**config.mk**
```make
export PLATFORM = sky130hd
export DESIGN_NAME = pdp8_datapath
export DESIGN_NICKNAME = d
export VERILOG_FILES = /design/src/pdp8_lite_pkg.sv /design/src/pdp8_datapath.sv
export SDC_FILE = /design/constraint.sdc
export NUM_CORES = 1
export LEC_CHECK = 0
export BUFFER_PORTS_ARGS = -buffer_cell sky130_fd_sc_hd__buf_2
export CAP_MARGIN = 20
export CORE_MARGIN = 10
export CORE_UTILIZATION = 47
export DETAILED_ROUTE_END_ITERATION = 10
export GPL_TIMING_DRIVEN = 0
export PLACE_DENSITY = 0.7
export SLEW_MARGIN = 10
export SYNTH_ARGS = -nofsm -noshare
export SYNTH_HDL_FRONTEND = slang
export SYNTH_SLANG_ARGS = --single-unit
```
**constraint.sdc**
```tcl
create_clock -name clock -period 2.05 [get_ports clock]
set_input_delay 0.1025 -clock clock [delete_from_list [all_inputs] [get_ports clock]]
set_output_delay 0.1025 -clock clock [all_outputs]
set_load 0.005 [all_outputs]
```
**src/pdp8_lite_pkg.sv**
```systemverilog
// Word width is fixed at 12 by the PDP-8 instruction format
// Control enums encode the operation the datapath performs on the next clock edge
package pdp8_lite_pkg;

  localparam int WORD_BITS = 12;

  typedef logic [WORD_BITS-1:0] word_t;

  typedef enum logic [2:0] {
    OP_AND = 3'o0,
    OP_TAD = 3'o1,
    OP_ISZ = 3'o2,
    OP_DCA = 3'o3,
    OP_JMS = 3'o4,
    OP_JMP = 3'o5,
    OP_IOT = 3'o6,
    OP_OPR = 3'o7
  } opcode_t;

  localparam word_t HALT_WORD = 12'o7402;  // Group 2 operate HLT

  // Memory accesses are split into SET, REQ and REL phases
  typedef enum logic [4:0] {
    S_INIT, S_IDLE, S_LOAD_PC,
    S_DEP_SET, S_DEP_REQ, S_DEP_REL,
    S_FETCH_SET, S_FETCH_REQ, S_FETCH_REL, S_DECODE, S_NOP,
    S_EA_CALC, S_IND_SET, S_IND_REQ, S_IND_REL,
    S_RD_SET, S_RD_REQ, S_RD_REL,
    S_AND_EXEC, S_TAD_EXEC, S_ISZ_INC, S_ISZ_WSET,
    S_DCA_SET, S_JMS_SET, S_WR_REQ, S_WR_REL,
    S_DCA_EXEC, S_JMS_EXEC, S_ISZ_SKIP,
    S_JMP, S_HALT
  } ctrl_state_t;

  typedef enum logic [1:0] {AC_NC, AC_CLEAR, AC_AND, AC_TAD} ac_op_t;

  // PC_ISZ adds two when MB is zero, one otherwise
  typedef enum logic [2:0] {PC_NC, PC_SR, PC_P1, PC_JMP, PC_ISZ} pc_op_t;

  typedef enum logic [1:0] {AD_NC, AD_PC, AD_EA} ad_sel_t;

  typedef enum logic [2:0] {WD_NC, WD_SR, WD_AC, WD_MB, WD_PCP1} wd_sel_t;

  typedef enum logic [1:0] {
    EA_NC,
    EA_PAGE,  // Direct address from IR
    EA_IND    // Pointer taken from MB
  } ea_op_t;

  typedef enum logic [1:0] {
    MB_RD,    // Capture read data
    MB_NC,
    MB_INC
  } mb_op_t;

endpackage

```
**src/pdp8_datapath.sv**
```systemverilog
// Machine registers of the core; AC, link and PC are cleared by reset
// IR, EA, MB and the memory address and write-data registers are undefined until first loaded
module pdp8_datapath import pdp8_lite_pkg::*; (
  input  logic    clock,
  input  logic    resetN,
  input  word_t   switch_reg,
  input  ac_op_t  ac_op,
  input  pc_op_t  pc_op,
  input  ad_sel_t ad_sel,
  input  wd_sel_t wd_sel,
  input  ea_op_t  ea_op,
  input  mb_op_t  mb_op,
  input  logic    ir_load,
  input  word_t   mem_rdata,
  output word_t   ir,
  output word_t   mem_addr,
  output word_t   mem_wdata,
  output word_t   ac,
  output word_t   pc,
  output logic    link
);

  word_t              ea;
  word_t              mb;
  word_t              pc_plus1;
  word_t              ea_page;
  logic [WORD_BITS:0] tad_sum;  // Carry out in the top bit

  assign pc_plus1 = pc + word_t'(1);
  assign tad_sum  = {1'b0, ac} + {1'b0, mb};

  // IR bit 7 selects the current page, otherwise page zero
  assign ea_page = {(ir[7] ? pc[11:7] : 5'b00000), ir[6:0]};

  always_ff @(posedge clock or negedge resetN) begin
    if (!resetN) begin
      ac   <= '0;
      link <= 1'b0;
      pc   <= '0;
    end else begin
      case (ac_op)
        AC_CLEAR: ac <= '0;
        AC_AND:   ac <= ac & mb;
        AC_TAD: begin
          ac   <= tad_sum[WORD_BITS-1:0];
          link <= link ^ tad_sum[WORD_BITS];  // Carry complements the link
        end
        default:  ;
      endcase
      case (pc_op)
        PC_SR:   pc <= switch_reg;
        PC_P1:   pc <= pc_plus1;
        PC_JMP:  pc <= ea;
        PC_ISZ:  pc <= (mb == '0) ? pc + word_t'(2) : pc_plus1;  // Skip on zero result
        default: ;
      endcase
    end
  end

  always_ff @(posedge clock) begin
    if (ir_load) begin
      ir <= mb;
    end
    case (ea_op)
      EA_PAGE: ea <= ea_page;
      EA_IND:  ea <= mb;
      default: ;
    endcase
    case (mb_op)
      MB_RD:   mb <= mem_rdata;
      MB_INC:  mb <= mb + word_t'(1);
      default: ;
    endcase
    case (ad_sel)
      AD_PC:   mem_addr <= pc;
      AD_EA:   mem_addr <= ea;
      default: ;
    endcase
    case (wd_sel)
      WD_SR:   mem_wdata <= switch_reg;
      WD_AC:   mem_wdata <= ac;
      WD_MB:   mem_wdata <= mb;
      WD_PCP1: mem_wdata <= pc_plus1;
      default: ;
    endcase
  end

endmodule

```
==> out/metrics.cfg <==
[global_routing]
grt_pass1_wl_um=27200
gr-total-overflow=0
antenna_found_initial=0
grt_pass1_vias=4825
use_met2_pct=34.1
use_met3_pct=4.47
track_usage_pct=21.3
busiest_layer=met2
grt_max_degree=26
met1_usage_pct=26.6

[timing]
tns_ns=-0.432
final.period_utilization_pct=107
worstMarginPinSlew_ns=0.685
layout_min_cycle_time_ns=2.19
finalHoldViolations=0
setup_viol_count_final=6
relSlewSlack_pct=54.4
finClkSkew_ns=0.00658
slew_viol_final=0
max_freq_ghz=0.458
rsz0062_at_grt=true
fin_ws_ns=-0.135

[setup_path]
regToRegSetupSlack_ns=-0.14
worstPathMaxFanout=4
start_kind=register
slowest_stage=edfxtp_1
r2r_cells=9
cp_cell_sequence=ha_4, inv_2, fa_2, nand2b_4, a21oi_4, o2111ai_2, a21boi_2, nor4b_2, a211o_1
rr_endpoint=link
cp_top_family=compound AO/OA/AOI/OAI gates
crit_buf_inv=1
worst_path_largest_cell_delay_ns=0.47
crit_required_ns=2.29
cp-end-kind=register
arrival_ns=2.42
regToRegStartpoint=mb[0]
path_class=register to register

[drt]
routed_wl_um=17800
vias=5026
drt-initial-drc-count=600
via_per_inst=5.99
wl_per_cell_um=21.2
drt-pass1-iter-count=6
drc_errors=0
ant_nets=0

[synthesis]
synthCells=548
yosys-top-cells-area=edfxtp_1 33%, dfrtp_1 12%, mux2_2 4.8%
synth_edf_count=60
synth_common_cells=66 x nand2_1, 60 x edfxtp_1, 41 x nor2_1, 38 x o21ai_0, 37 x a21oi_1
ys_ff_latch=85
synth_ff_type=edfxtp_1
synthArstFlopShare_pct=29.4
synthesis.area_per_instance_sq_um=9.85
yosysSeqAreaShare_pct=45.0
synth_top_area_cell=edfxtp_1
yosys.area.top_type_share_pct=33.4
syn-num-nets=608
synth.distinct_cells=64
yosysMostFrequentCell=nand2_1
synth.cell_area_sq_um=5400
synth.yosys.warnings=0

[hold_path]
min_to=mb[5]
worstHoldPathCells=3
hp-class=input port to register
min_from=mem_rdata[5]

[cts]
clkSlewWorstSetupHoldPaths_ns=0.07
cts.sinks=85
numCtsBuffers=9
clk_latency_ns=0.35
htreeDepth=3
ctsRootBufferMaster=clkbuf_16
clockBufferDepth=2
cts_tree=done

[die]
fp.dieH_um=127
initial_core_util_pct=47.7
die-area_sq_um=16200
die_w_um=127
coreArea_sq_um=11300
io-pin-count=102
rows=39

[power]
p_per_area_nw_per_um2=884
max-vdd-ir-drop_mv=0.479
power_mw=6.07
p_leak_nw=2.85

[place]
place.gp.congestion=0.992
dp_cells=791
io_buffer_count=100
place_hpwl_um=12800

[run]
cap_violations=0

[cells_and_area]
drive_gt1_share_pct=33.0
syn_to_final_growth_pct=27.3
stdcell_count=839
nets=751
n_antenna_cell=0

[outcome]
violations=setup timing
outcome=complete, but fails checks

## layout by cell type (no fill, tap or decap), drive strengths merged, types with 7 or more instances in the layout
| cell type | n |
|---|---|
| dfrtp | 25 |
| o22ai | 11 |
| a211o | 8 |
| buf | 143 |
| xor2 | 14 |
| mux2i | 7 |
| o221ai | 8 |
| clkbuf | 29 |
| ha | 18 |
| nor2 | 41 |
| mux2 | 23 |
| nand2 | 66 |
| nand3 | 15 |
| edfxtp | 60 |
| a22o | 8 |
| o211ai | 7 |
| xnor2 | 24 |
| inv | 22 |
| and3 | 10 |
| o21ai | 38 |
| a211oi | 7 |
| a21oi | 37 |
## layer usage
metal  vias to the layer above  part of all wire [%]
met5                         -                     0
met4                         0                   3.9
met3                        51                   8.6
met2                       303                    48
met1                      2361                    39
li1                       2311                     -
## state kept, by name, summed over array words and instances (netlist names)
name       count
mb            12
ir            12
ea            12
pc            12
ac            12
mem_addr      12
link           1
mem_wdata     12
## how the worst max path moves through the flow
| stage | from | to | slack (ns) | cells past startpoint |
|---|---|---|---|---|
| 3_3_place_gp | mb[0] | link | -0.31 | 9 |
| 2_1_floorplan | mb[0] | link | -0.02 | 9 |
| 6_report | mb[0] | link | -0.14 | 9 |
| 3_5_place_dp | mb[0] | link | -0.40 | 9 |
| 5_1_grt | mb[3] | ac[8] | -0.18 | 9 |
| 4_1_cts | mb[0] | pc[1] | -0.09 | 8 |
## timing repair
item,4_1_cts,5_1_grt
hold buffers,1,0
endpoints found under the setup margin,22,22
endpoints found under the hold margin,25,0
resized for setup,17,28
pin swaps,12,12
setup buffers,20,12
## worst register-to-register path: stages, from the launching register on
cell and delay, ns:
edfxtp_1 0.47, ha_4 0.18, inv_2 0.05, fa_2 0.34, nand2b_4 0.17, a21oi_4 0.20
o2111ai_2 0.17, a21boi_2 0.20, nor4b_2 0.07, a211o_1 0.23
## kinds of logic (layout without fill, tap and decap cells)
logic type	count (synthesis)	count (layout)	share of synthesized area, %
buffers and inverters	51	199	4.06
AO/OA/AOI/OAI	152	152	18.3
multiplexers	30	30	6.10
flip-flops	85	85	45.0
adder cells (fa/ha/maj)	20	20	4.73
AND/OR/NAND/NOR	172	172	15.6
XOR/XNOR	38	38	6.17
## layout make-up
cell class / instances / area, sq um
Multi-Input combinational cell: 412 / 2950
Timing Repair Buffer: 134 / 762
Clock inverter: 7 / 105
Sequential cell: 85 / 2430
Clock buffer: 9 / 225
Inverter: 19 / 71.3
Buffer: 30 / 143
Fill cell: 961 / 4450
Tap cell: 143 / 179
## power breakdown
| group | leakage (nW) | switching, mW | total, mW | internal, mW |
|---|---|---|---|---|
| registers | 0.894 | 0.258 | 2.38 | 2.13 |
| clock network | 0.159 | 0.748 | 1.84 | 1.09 |
| logic | 1.80 | 1.00 | 1.85 | 0.849 |
| total | 2.85 | 2.01 | 6.07 | 4.06 |
## metrics by stage
step | cell area (sq um) | hold slack (ns) | setup slack (ns) | util [%]
floorplan | 5410 | -0.193 | -0.0211 | -
global route | 6870 | 0.0333 | -0.183 | 60.7
detailed placement | 6090 | 0.170 | -0.403 | 53.8
global placement | 6090 | 0.171 | -0.312 | 53.8
CTS | 6660 | 0.0122 | -0.0911 | 58.8
finish | 6870 | 0.0198 | -0.135 | 60.7
No activity file was read; power rests on OpenSTA's default activity.
