[src/pdp8_lite_pkg.sv]
// Word width is fixed at 12 by the PDP-8 instruction format
// Control enums encode the operation the datapath performs on the next clock edge
package pdp8_lite_pkg;

  localparam int WORD_BITS = 12;

  typedef logic [WORD_BITS-1:0] word_t;

  typedef enum logic [2:0] {
    OP_AND = 3'o0,
    OP_TAD = 3'o1,
    OP_ISZ = 3'o2,
    OP_DCA = 3'o3,
    OP_JMS = 3'o4,
    OP_JMP = 3'o5,
    OP_IOT = 3'o6,
    OP_OPR = 3'o7
  } opcode_t;

  localparam word_t HALT_WORD = 12'o7402;  // Group 2 operate HLT

  // Memory accesses are split into SET, REQ and REL phases
  typedef enum logic [4:0] {
    S_INIT, S_IDLE, S_LOAD_PC,
    S_DEP_SET, S_DEP_REQ, S_DEP_REL,
    S_FETCH_SET, S_FETCH_REQ, S_FETCH_REL, S_DECODE, S_NOP,
    S_EA_CALC, S_IND_SET, S_IND_REQ, S_IND_REL,
    S_RD_SET, S_RD_REQ, S_RD_REL,
    S_AND_EXEC, S_TAD_EXEC, S_ISZ_INC, S_ISZ_WSET,
    S_DCA_SET, S_JMS_SET, S_WR_REQ, S_WR_REL,
    S_DCA_EXEC, S_JMS_EXEC, S_ISZ_SKIP,
    S_JMP, S_HALT
  } ctrl_state_t;

  typedef enum logic [1:0] {AC_NC, AC_CLEAR, AC_AND, AC_TAD} ac_op_t;

  // PC_ISZ adds two when MB is zero, one otherwise
  typedef enum logic [2:0] {PC_NC, PC_SR, PC_P1, PC_JMP, PC_ISZ} pc_op_t;

  typedef enum logic [1:0] {AD_NC, AD_PC, AD_EA} ad_sel_t;

  typedef enum logic [2:0] {WD_NC, WD_SR, WD_AC, WD_MB, WD_PCP1} wd_sel_t;

  typedef enum logic [1:0] {
    EA_NC,
    EA_PAGE,  // Direct address from IR
    EA_IND    // Pointer taken from MB
  } ea_op_t;

  typedef enum logic [1:0] {
    MB_RD,    // Capture read data
    MB_NC,
    MB_INC
  } mb_op_t;

endpackage

[src/pdp8_controller.sv]
// Moore FSM for the memory-reference subset; IOT and operate words other than HALT are no-ops
// Each memory state waits on its req/ack phase, so any memory latency is tolerated
module pdp8_controller import pdp8_lite_pkg::*; (
  input  logic    clock,
  input  logic    resetN,
  input  logic    run,
  input  logic    load_pc,
  input  logic    deposit,
  input  word_t   ir,
  input  logic    mem_ack,
  output ac_op_t  ac_op,
  output pc_op_t  pc_op,
  output ad_sel_t ad_sel,
  output wd_sel_t wd_sel,
  output ea_op_t  ea_op,
  output mb_op_t  mb_op,
  output logic    ir_load,
  output logic    mem_req,
  output logic    mem_write,
  output logic    cpu_idle,
  output logic    halted
);

  ctrl_state_t state;
  ctrl_state_t next_state;
  ctrl_state_t exec_entry;  // First state of the remembered instruction
  opcode_t     op_q;
  opcode_t     ir_op;

  assign ir_op = opcode_t'(ir[11:9]);

  always_ff @(posedge clock or negedge resetN) begin
    if (!resetN) begin
      state <= S_INIT;
      op_q  <= OP_AND;
    end else begin
      state <= next_state;
      if (state == S_DECODE) begin
        op_q <= ir_op;  // Held for the address and execute states
      end
    end
  end

  always_comb begin
    case (op_q)
      OP_AND, OP_TAD, OP_ISZ: exec_entry = S_RD_SET;
      OP_DCA:                 exec_entry = S_DCA_SET;
      OP_JMS:                 exec_entry = S_JMS_SET;
      default:                exec_entry = S_JMP;
    endcase
  end

  always_comb begin
    next_state = state;  // Hold by default
    case (state)
      S_INIT:      next_state = S_IDLE;
      S_IDLE: begin
        if (run) begin
          next_state = S_FETCH_SET;
        end else if (load_pc) begin
          next_state = S_LOAD_PC;
        end else if (deposit) begin
          next_state = S_DEP_SET;
        end
      end
      S_DEP_SET:   next_state = S_DEP_REQ;
      S_DEP_REQ:   if (mem_ack) next_state = S_DEP_REL;
      S_DEP_REL:   if (!mem_ack) next_state = S_IDLE;
      S_FETCH_SET: next_state = S_FETCH_REQ;
      S_FETCH_REQ: if (mem_ack) next_state = S_FETCH_REL;
      S_FETCH_REL: if (!mem_ack) next_state = S_DECODE;
      S_DECODE: begin
        if (ir == HALT_WORD) begin
          next_state = S_HALT;
        end else if (ir_op == OP_IOT || ir_op == OP_OPR) begin
          next_state = S_NOP;
        end else begin
          next_state = S_EA_CALC;
        end
      end
      S_EA_CALC:   next_state = ir[8] ? S_IND_SET : exec_entry;
      S_IND_SET:   next_state = S_IND_REQ;
      S_IND_REQ:   if (mem_ack) next_state = S_IND_REL;
      S_IND_REL:   if (!mem_ack) next_state = exec_entry;
      S_RD_SET:    next_state = S_RD_REQ;
      S_RD_REQ:    if (mem_ack) next_state = S_RD_REL;
      S_RD_REL: begin
        if (!mem_ack) begin
          next_state = (op_q == OP_AND) ? S_AND_EXEC :
                       (op_q == OP_TAD) ? S_TAD_EXEC : S_ISZ_INC;
        end
      end
      S_ISZ_INC:   next_state = S_ISZ_WSET;
      S_ISZ_WSET,
      S_DCA_SET,
      S_JMS_SET:   next_state = S_WR_REQ;
      S_WR_REQ:    if (mem_ack) next_state = S_WR_REL;
      S_WR_REL: begin
        if (!mem_ack) begin
          next_state = (op_q == OP_ISZ) ? S_ISZ_SKIP :
                       (op_q == OP_DCA) ? S_DCA_EXEC : S_JMS_EXEC;
        end
      end
      S_HALT:      if (!run) next_state = S_IDLE;
      default:     next_state = S_IDLE;  // Execute states and load PC finish here
    endcase
  end

  always_comb begin
    ac_op     = AC_NC;
    pc_op     = PC_NC;
    ad_sel    = AD_NC;
    wd_sel    = WD_NC;
    ea_op     = EA_NC;
    mb_op     = MB_NC;
    ir_load   = 1'b0;
    mem_req   = 1'b0;
    mem_write = 1'b0;
    cpu_idle  = 1'b0;
    halted    = 1'b0;
    case (state)
      S_INIT:      ac_op = AC_CLEAR;
      S_IDLE:      cpu_idle = 1'b1;
      S_LOAD_PC:   pc_op = PC_SR;
      S_DEP_SET: begin
        ad_sel = AD_PC;  // Address latches the old PC
        wd_sel = WD_SR;
        pc_op  = PC_P1;
      end
      S_DEP_REQ, S_WR_REQ: begin
        mem_req   = 1'b1;
        mem_write = 1'b1;
      end
      S_DEP_REL, S_WR_REL: mem_write = 1'b1;
      S_FETCH_SET: ad_sel = AD_PC;
      S_FETCH_REQ, S_IND_REQ, S_RD_REQ: begin
        mem_req = 1'b1;
        mb_op   = MB_RD;  // Last capture lands while ack is high
      end
      S_FETCH_REL: ir_load = 1'b1;
      S_EA_CALC:   ea_op = EA_PAGE;
      S_IND_SET, S_RD_SET: ad_sel = AD_EA;
      S_IND_REL:   ea_op = EA_IND;
      S_AND_EXEC: begin
        ac_op = AC_AND;
        pc_op = PC_P1;
      end
      S_TAD_EXEC: begin
        ac_op = AC_TAD;
        pc_op = PC_P1;
      end
      S_ISZ_INC:   mb_op = MB_INC;
      S_ISZ_WSET:  wd_sel = WD_MB;
      S_DCA_SET: begin
        ad_sel = AD_EA;
        wd_sel = WD_AC;
      end
      S_JMS_SET: begin
        ad_sel = AD_EA;
        wd_sel = WD_PCP1;  // Return address from the old PC
        pc_op  = PC_JMP;
      end
      S_DCA_EXEC: begin
        ac_op = AC_CLEAR;
        pc_op = PC_P1;
      end
      S_JMS_EXEC, S_NOP: pc_op = PC_P1;
      S_ISZ_SKIP:  pc_op = PC_ISZ;
      S_JMP:       pc_op = PC_JMP;
      S_HALT:      halted = 1'b1;
      default:     ;
    endcase
  end

endmodule

[config.mk]
export PLATFORM = sky130hd
export DESIGN_NAME = pdp8_controller
export DESIGN_NICKNAME = d
export VERILOG_FILES = /design/src/pdp8_lite_pkg.sv /design/src/pdp8_controller.sv
export SDC_FILE = /design/constraint.sdc
export NUM_CORES = 1
export LEC_CHECK = 0
export ABC_CLOCK_PERIOD_IN_PS = 3000
export CAP_MARGIN = 20
export CORE_AREA = 2 2 72 60
export CTS_CLUSTER_DIAMETER = 80
export CTS_CLUSTER_SIZE = 28
export DETAILED_ROUTE_END_ITERATION = 7
export DIE_AREA = 0 0 74 62
export DONT_BUFFER_PORTS = 1
export MAX_ROUTING_LAYER = met4
export PLACE_DENSITY = 0.44
export REMOVE_ABC_BUFFERS = 1
export SYNTH_ARGS = -nofsm -noshare
export SYNTH_HDL_FRONTEND = slang
export SYNTH_SLANG_ARGS = --single-unit
export TNS_END_PERCENT = 1
[constraint.sdc]
create_clock -name clock -period 3 [get_ports clock]
set_input_delay 0.3 -clock clock [delete_from_list [all_inputs] [get_ports clock]]
set_output_delay 0.3 -clock clock [all_outputs]
set_load 0.005 [all_outputs]
==> results of run 1 <==
sequential cells by signal (all words and copies together) (netlist names):
signal	cells
op_q	3
state	5
layout by cell type, fill, tap and decap left out, types with 2 or more instances in the layout:
cell,n
nor2_1,17
nor3_1,10
a21oi_1,9
nand2_1,8
o21ai_0,8
dfrtp_1,8
nand2b_1,7
nor4_1,6
buf_4,5
nor2b_1,4
mux2_2,4
a31oi_1,4
inv_1,3
o22ai_1,3
a21o_1,3
clkbuf_8,3
and3_1,2
nand3_1,2
o32ai_1,2
a2bb2oi_1,2
xor2_1,2
o2bb2ai_1,2
a211o_1,2
report_power, final:
| group | internal, mW | leakage [nW] | switching, mW |
|---|---|---|---|
| combinational | 0.405 | 0.347 | 0.519 |
| clock | 0.0865 | 0.0216 | 0.0376 |
| sequential | 0.161 | 0.0956 | 0.207 |
| total | 0.652 | 0.464 | 0.763 |
layer usage:
metal  GRT usage  vias to the layer above  share of wire  wire [µm]
met1       0.239                      590           0.47       1690
met2       0.255                       50           0.48       1710
met3      0.0242                        6          0.047        168
met4      0.0364                        0         0.0083         30
li1            -                      575              -          -
met5           -                        -              0          0
cells by family (layout without fill, tap and decap cells):
group	Yosys count	in the layout	share of synthesized area
xor+xnor	3	3	0.0236
flops	8	8	0.180
simple gates	66	66	0.324
fa+ha+maj	1	1	0.00899
mux	6	6	0.0629
buf+inv	17	13	0.0685
compound gates	50	50	0.333
layout make-up:
| class | instances | share of cell area |
|---|---|---|
| repair buffers | 6 | 0.0392 |
| well taps | 57 | 0.0588 |
| flip-flops and latches | 8 | 0.165 |
| multi-input cells | 126 | 0.690 |
| inverters | 4 | 0.0124 |
| clock buffers | 3 | 0.0341 |
worst paths after layout:
path                       cells after the start                   end                 start  slack, ns
setup / recovery                               5  state[1]$_DFFE_PN0P_  state[0]$_DFFE_PN0P_       0.66
hold / removal                                 1   op_q[1]$_DFFE_PN0P_                ir[10]       0.23
setup reg to reg                               5  state[1]$_DFFE_PN0P_  state[0]$_DFFE_PN0P_       0.66
hold reg to reg                                1   op_q[0]$_DFFE_PN0P_   op_q[0]$_DFFE_PN0P_       0.69
max in group asynchronous                      1   op_q[0]$_DFFE_PN0P_                resetN       2.32
min in group asynchronous                      1  state[1]$_DFFE_PN0P_                resetN       0.42
per-stage QoR:
| stage | cell area (µm²) | worst slack (ns) | power [mW] |
|---|---|---|---|
| CTS | 1210 | 0.696 | 1.41 |
| detailed placement | 1160 | 0.720 | 1.27 |
| finish | 1210 | 0.658 | 1.42 |
| global placement | 1160 | 0.781 | 1.27 |
| global route | 1210 | 0.547 | 1.53 |
| floorplan | 1050 | 0.998 | 1.00 |
==> flow_summary.toml, run 1 <==
[global_route]
grt_usage = 0.168
grt_pass1_vias = 1134
grt_first_pass_wirelength_mm = 5.82
grt_max_degree = 25
grt_antenna_before_repair = 0
overflow = 0

[clocking]
clock_latency_ns = 0.22
h-tree-depth = 1
cts-root-buf = "clkbuf_8"
cts_resized = 0
cts_made_buffers = 3
hold_buffers = 1
cts_max_path_buffers = 2
cts_tree = "built"
numClockSinks = 8
clk_pin_slew_ns = 0.04
cts_setup_buffers = 0

[run]
maxCapViolCount = 0

[yosys]
ys_seq_area_frac = 0.180
yosysTopAreaCell = "dfrtp_1"
ys_top_cells_by_count = "nor2_1, nor3_1, a21oi_1"
syn_area_per_cell_um2 = 7.37
synth_edf_count = 0
synth_top_area_frac = 0.180
async_flop_share = 1.00
synth_area_um2 = 1110
synth.most_common_cell = "nor2_1"
ys_types = 55
synthFlopType = "dfrtp_1"
synth-seq-cells = 8
yosysWarnings = 0
yosys-top-cells-area = "dfrtp_1, nor2_1, nor3_1"
syn_inst = 151

[detailed_routing]
num_vias = 1221
drc_errors = 0
wl_mm = 3.60
ant_nets = 0
drtIter0Drc = 92
firstDrtPassIters = 4
wl_per_cell_um = 17.6
via_per_inst = 5.99

[sta]
final_hold_viol_count = 0
setup_violations = 0
fin_setup_tns_ns = 0
rsz0062_at_grt = "no"
fmax_mhz = 427
clock_skew_ns = 0.00294
slew-limit-headroom = 0.461
period_share = 0.781
min_period_ns = 2.34
worst_pin_slew_ns = 0.809
worst_hold_slack_ns = 0.231
slew_viol_final = 0

[die]
die_area_um2 = 4590
coreArea_um2 = 3970
rows = 21
fp.dieH_um = 62
die_w_um = 74
ios = 37
initial_core_util = 0.281

[critical_path]
crit_slowest_cell = "dfrtp_1"
arrival_ns = 2.45
worstPathMaxFanout = 24
slowest_delay_ns = 0.86
cp_cell_sequence = "nand2b_1 -> o22a_1 -> o41ai_4 -> nor3_4 -> mux2_4"
end_kind = "flop"
start_kind = "flop"
cp_top_family = "flip-flops"
path_buf_inv = 0
critical_path_required_ns = 3.11
critPathKind = "flop to flop"

[finish]
fin_nets = 167
drive_gt1_frac = 0.129
post-route-util = 0.306
n_fill_cell = 419
diodes = 0
finalNonFillerCells = 204
syn2layout_area_growth_pct = 8.88
multiInputGateArea_um2 = 837
regArea_um2 = 200

[pwr]
p_per_area_nw_per_um2 = 1170
power_leakage_nw = 0.464
ir_drop_mv = 0.257

[placement]
dp_hpwl_mm = 2.66
dp.cells = 200
gp_congestion = 0.878
portBuffers = 0

[worst_hold_path]
hp-class = "input port to flop"

[outcome]
run_status = "complete, no violations"
No activity file was read; power rests on OpenSTA's default activity.
==> inputs of run 2 (changes only) <==
ABC_AREA = 1   (was unset)
ABC_CLOCK_PERIOD_IN_PS = 2400   (was 3000)
CORE_AREA = 2 2 74 62   (was 2 2 72 60)
DIE_AREA = 0 0 76 64   (was 0 0 74 62)
clock period = 2.4 ns   (was 3 ns; I/O delays follow)
==> flow_summary.toml, run 2 <==
[finish]
multiInputGateArea_um2 = 856
top_regs = "state (5), op_q (3)"
n_fill_cell = 464
regArea_um2 = 200
drive_gt1_frac = 0.162
fin_nets = 230
final_common_cell = "nand2_1"
largest_register = "state"
largest_register_ff_count = 5
syn2layout_area_growth_pct = 8.40
final_cell_mix = "nand2_1, nor2_1, nand3_1"
post-route-util = 0.313
diodes = 0

[detailed_routing]
firstDrtPassIters = 4
num_vias = 1334
wl_per_cell_um = 14.5
drc_errors = 0
wl_mm = 3.87
ant_nets = 0
via_per_inst = 5.00
drtIter0Drc = 92

[yosys]
ys_top_cells_by_count = "nand2_1, nor2_1, nand3_1"
ys_types = 27
synth_area_um2 = 1180
synth.most_common_cell = "nand2_1"
syn_area_per_cell_um2 = 5.61
syn_inst = 210
yosysWarnings = 0
async_flop_share = 1.00
yosysTopAreaCell = "nand2_1"
synth_top_area_frac = 0.194
synthFlopType = "dfrtp_1"
synth_edf_count = 0
synth-seq-cells = 8
yosys-top-cells-area = "nand2_1, dfrtp_1, nor2_1"
ys_seq_area_frac = 0.170

[placement]
dp_hpwl_mm = 3.27
gp_congestion = 0.915
portBuffers = 0
place_ws_ns = 0.483

[critical_path]
worstPathMaxFanout = 17
start_kind = "flop"
critPathKind = "flop to flop"
critical_path_required_ns = 2.56
end_kind = "flop"
arrival_ns = 2.14

[global_route]
grt_pass1_vias = 1251
grt_usage = 0.172
grt_first_pass_wirelength_mm = 6.42
grt_antenna_before_repair = 0
overflow = 0
grt_max_degree = 18

[die]
coreArea_um2 = 4070
ios = 37
rows = 21
die_w_um = 76
die_area_um2 = 4860
initial_core_util = 0.289
fp.dieH_um = 64

[sta]
min_period_ns = 1.98
final_hold_viol_count = 0
clock_skew_ns = 0.000247
worst_pin_slew_ns = 0.544
setup_ws_ns = 0.425
slew_viol_final = 0
worst_hold_slack_ns = 0.140
fmax_mhz = 506
fin_setup_tns_ns = 0
slew-limit-headroom = 0.637
setup_violations = 0
period_share = 0.823
rsz0062_at_grt = "no"

[pwr]
p_int_mw = 0.607
power_leakage_nw = 0.667
power_frac_seq = 0.217
ir_drop_mv = 0.373
p_clk_frac = 0.106
share_comb_of_total_power = 0.677
finalPower_mw = 1.49
swShare = 0.593
p_sw_mw = 0.886
p_per_area_nw_per_um2 = 1170

[clocking]
cts_setup_buffers = 0
cts_tree = "built"
clk_pin_slew_ns = 0.04
cts_made_buffers = 3
cts-root-buf = "clkbuf_8"
h-tree-depth = 1
numClockSinks = 8
cts_max_path_buffers = 2
clock_latency_ns = 0.23

[run]
maxCapViolCount = 0

[worst_hold_path]
hp-class = "input port to flop"

[outcome]
run_status = "complete, no violations"
==> run 2: cell types whose count changed in the layout (fill, tap and decap cells not counted), sizes merged, moves of 3 or more <==
cell / change
mux2: -5
nor2: +25
nor4: -6
inv: +22
nand2b: -7
nand3: +25
a21oi: -4
nand2: +57
a31oi: -4
a21o: -3
buf: -5
o22ai: -3
nor2b: -4
o21ai: +5
==> run 2: layout make-up <==
class,instances,area share
flip-flops and latches,8,0.157
clock buffers,3,0.0324
multi-input cells,172,0.671
repair buffers,1,0.00784
well taps,57,0.0559
inverters,26,0.0765
==> run 2: per-layer routing <==
layer	part of all wire	vias up	wire length, µm	global-route usage
li1	-	680	-	-
met1	0.52	595	2020	0.255
met2	0.39	53	1530	0.222
met3	0.071	6	275	0.0452
met4	0.013	0	50	0.0523
met5	0	-	0	-
==> run 2: worst max-delay path, stage by stage, from the launching register on <==
cell,delay (ns)
dfrtp_1,0.68
inv_2,0.28
nor3_2,0.39
nand2_1,0.14
nand2_1,0.10
nor2_1,0.06
nand3_2,0.11
nand2_1,0.06
nand2_1,0.09
==> run 2: worst paths after layout <==
kind | to | slack [ns] | depth (start not counted) | startpoint
max reg2reg | state[4]$_DFFE_PN0P_ | 0.42 | 8 | state[4]$_DFFE_PN0P_
max | state[4]$_DFFE_PN0P_ | 0.42 | 8 | state[4]$_DFFE_PN0P_
min reg2reg | op_q[1]$_DFFE_PN0P_ | 0.61 | 2 | op_q[1]$_DFFE_PN0P_
max in group asynchronous | state[0]$_DFFE_PN0P_ | 1.76 | 1 | resetN
min | op_q[1]$_DFFE_PN0P_ | 0.14 | 2 | ir[10]
min in group asynchronous | state[3]$_DFFE_PN0P_ | 0.37 | 1 | resetN
==> run 2: power by group through the flow <==
stage | Clock (mW) | Sequential (mW) | Combinational (mW)
4_1_cts | 0.166 | 0.324 | 1.01
6_report | 0.159 | 0.324 | 1.01
3_5_place_dp | 0 | 0.326 | 0.999
2_1_floorplan | 0 | 0.298 | 0.777
5_1_grt | 0.180 | 0.338 | 1.14
3_3_place_gp | 0 | 0.324 | 1.02
==> run 2: timing repair <==
item,4_1_cts,5_1_grt
hold buffers,1,0
hold endpoints to repair,8,0
resized for setup,0,0
==> run 2: cells by family after synthesis <==
group / count (synthesis) / share of synthesized area
flip-flops: 8 / 0.170
AO/OA/AOI/OAI: 24 / 0.120
AND/OR/NAND/NOR: 148 / 0.607
buffers and inverters: 30 / 0.103
==> run 2: metrics by stage <==
step / cells / instance area, µm²
6_report: 267 / 1280
3_5_place_dp: 263 / 1220
2_1_floorplan: 206 / 1150
5_1_grt: 267 / 1280
4_1_cts: 267 / 1280
3_3_place_gp: 263 / 1220
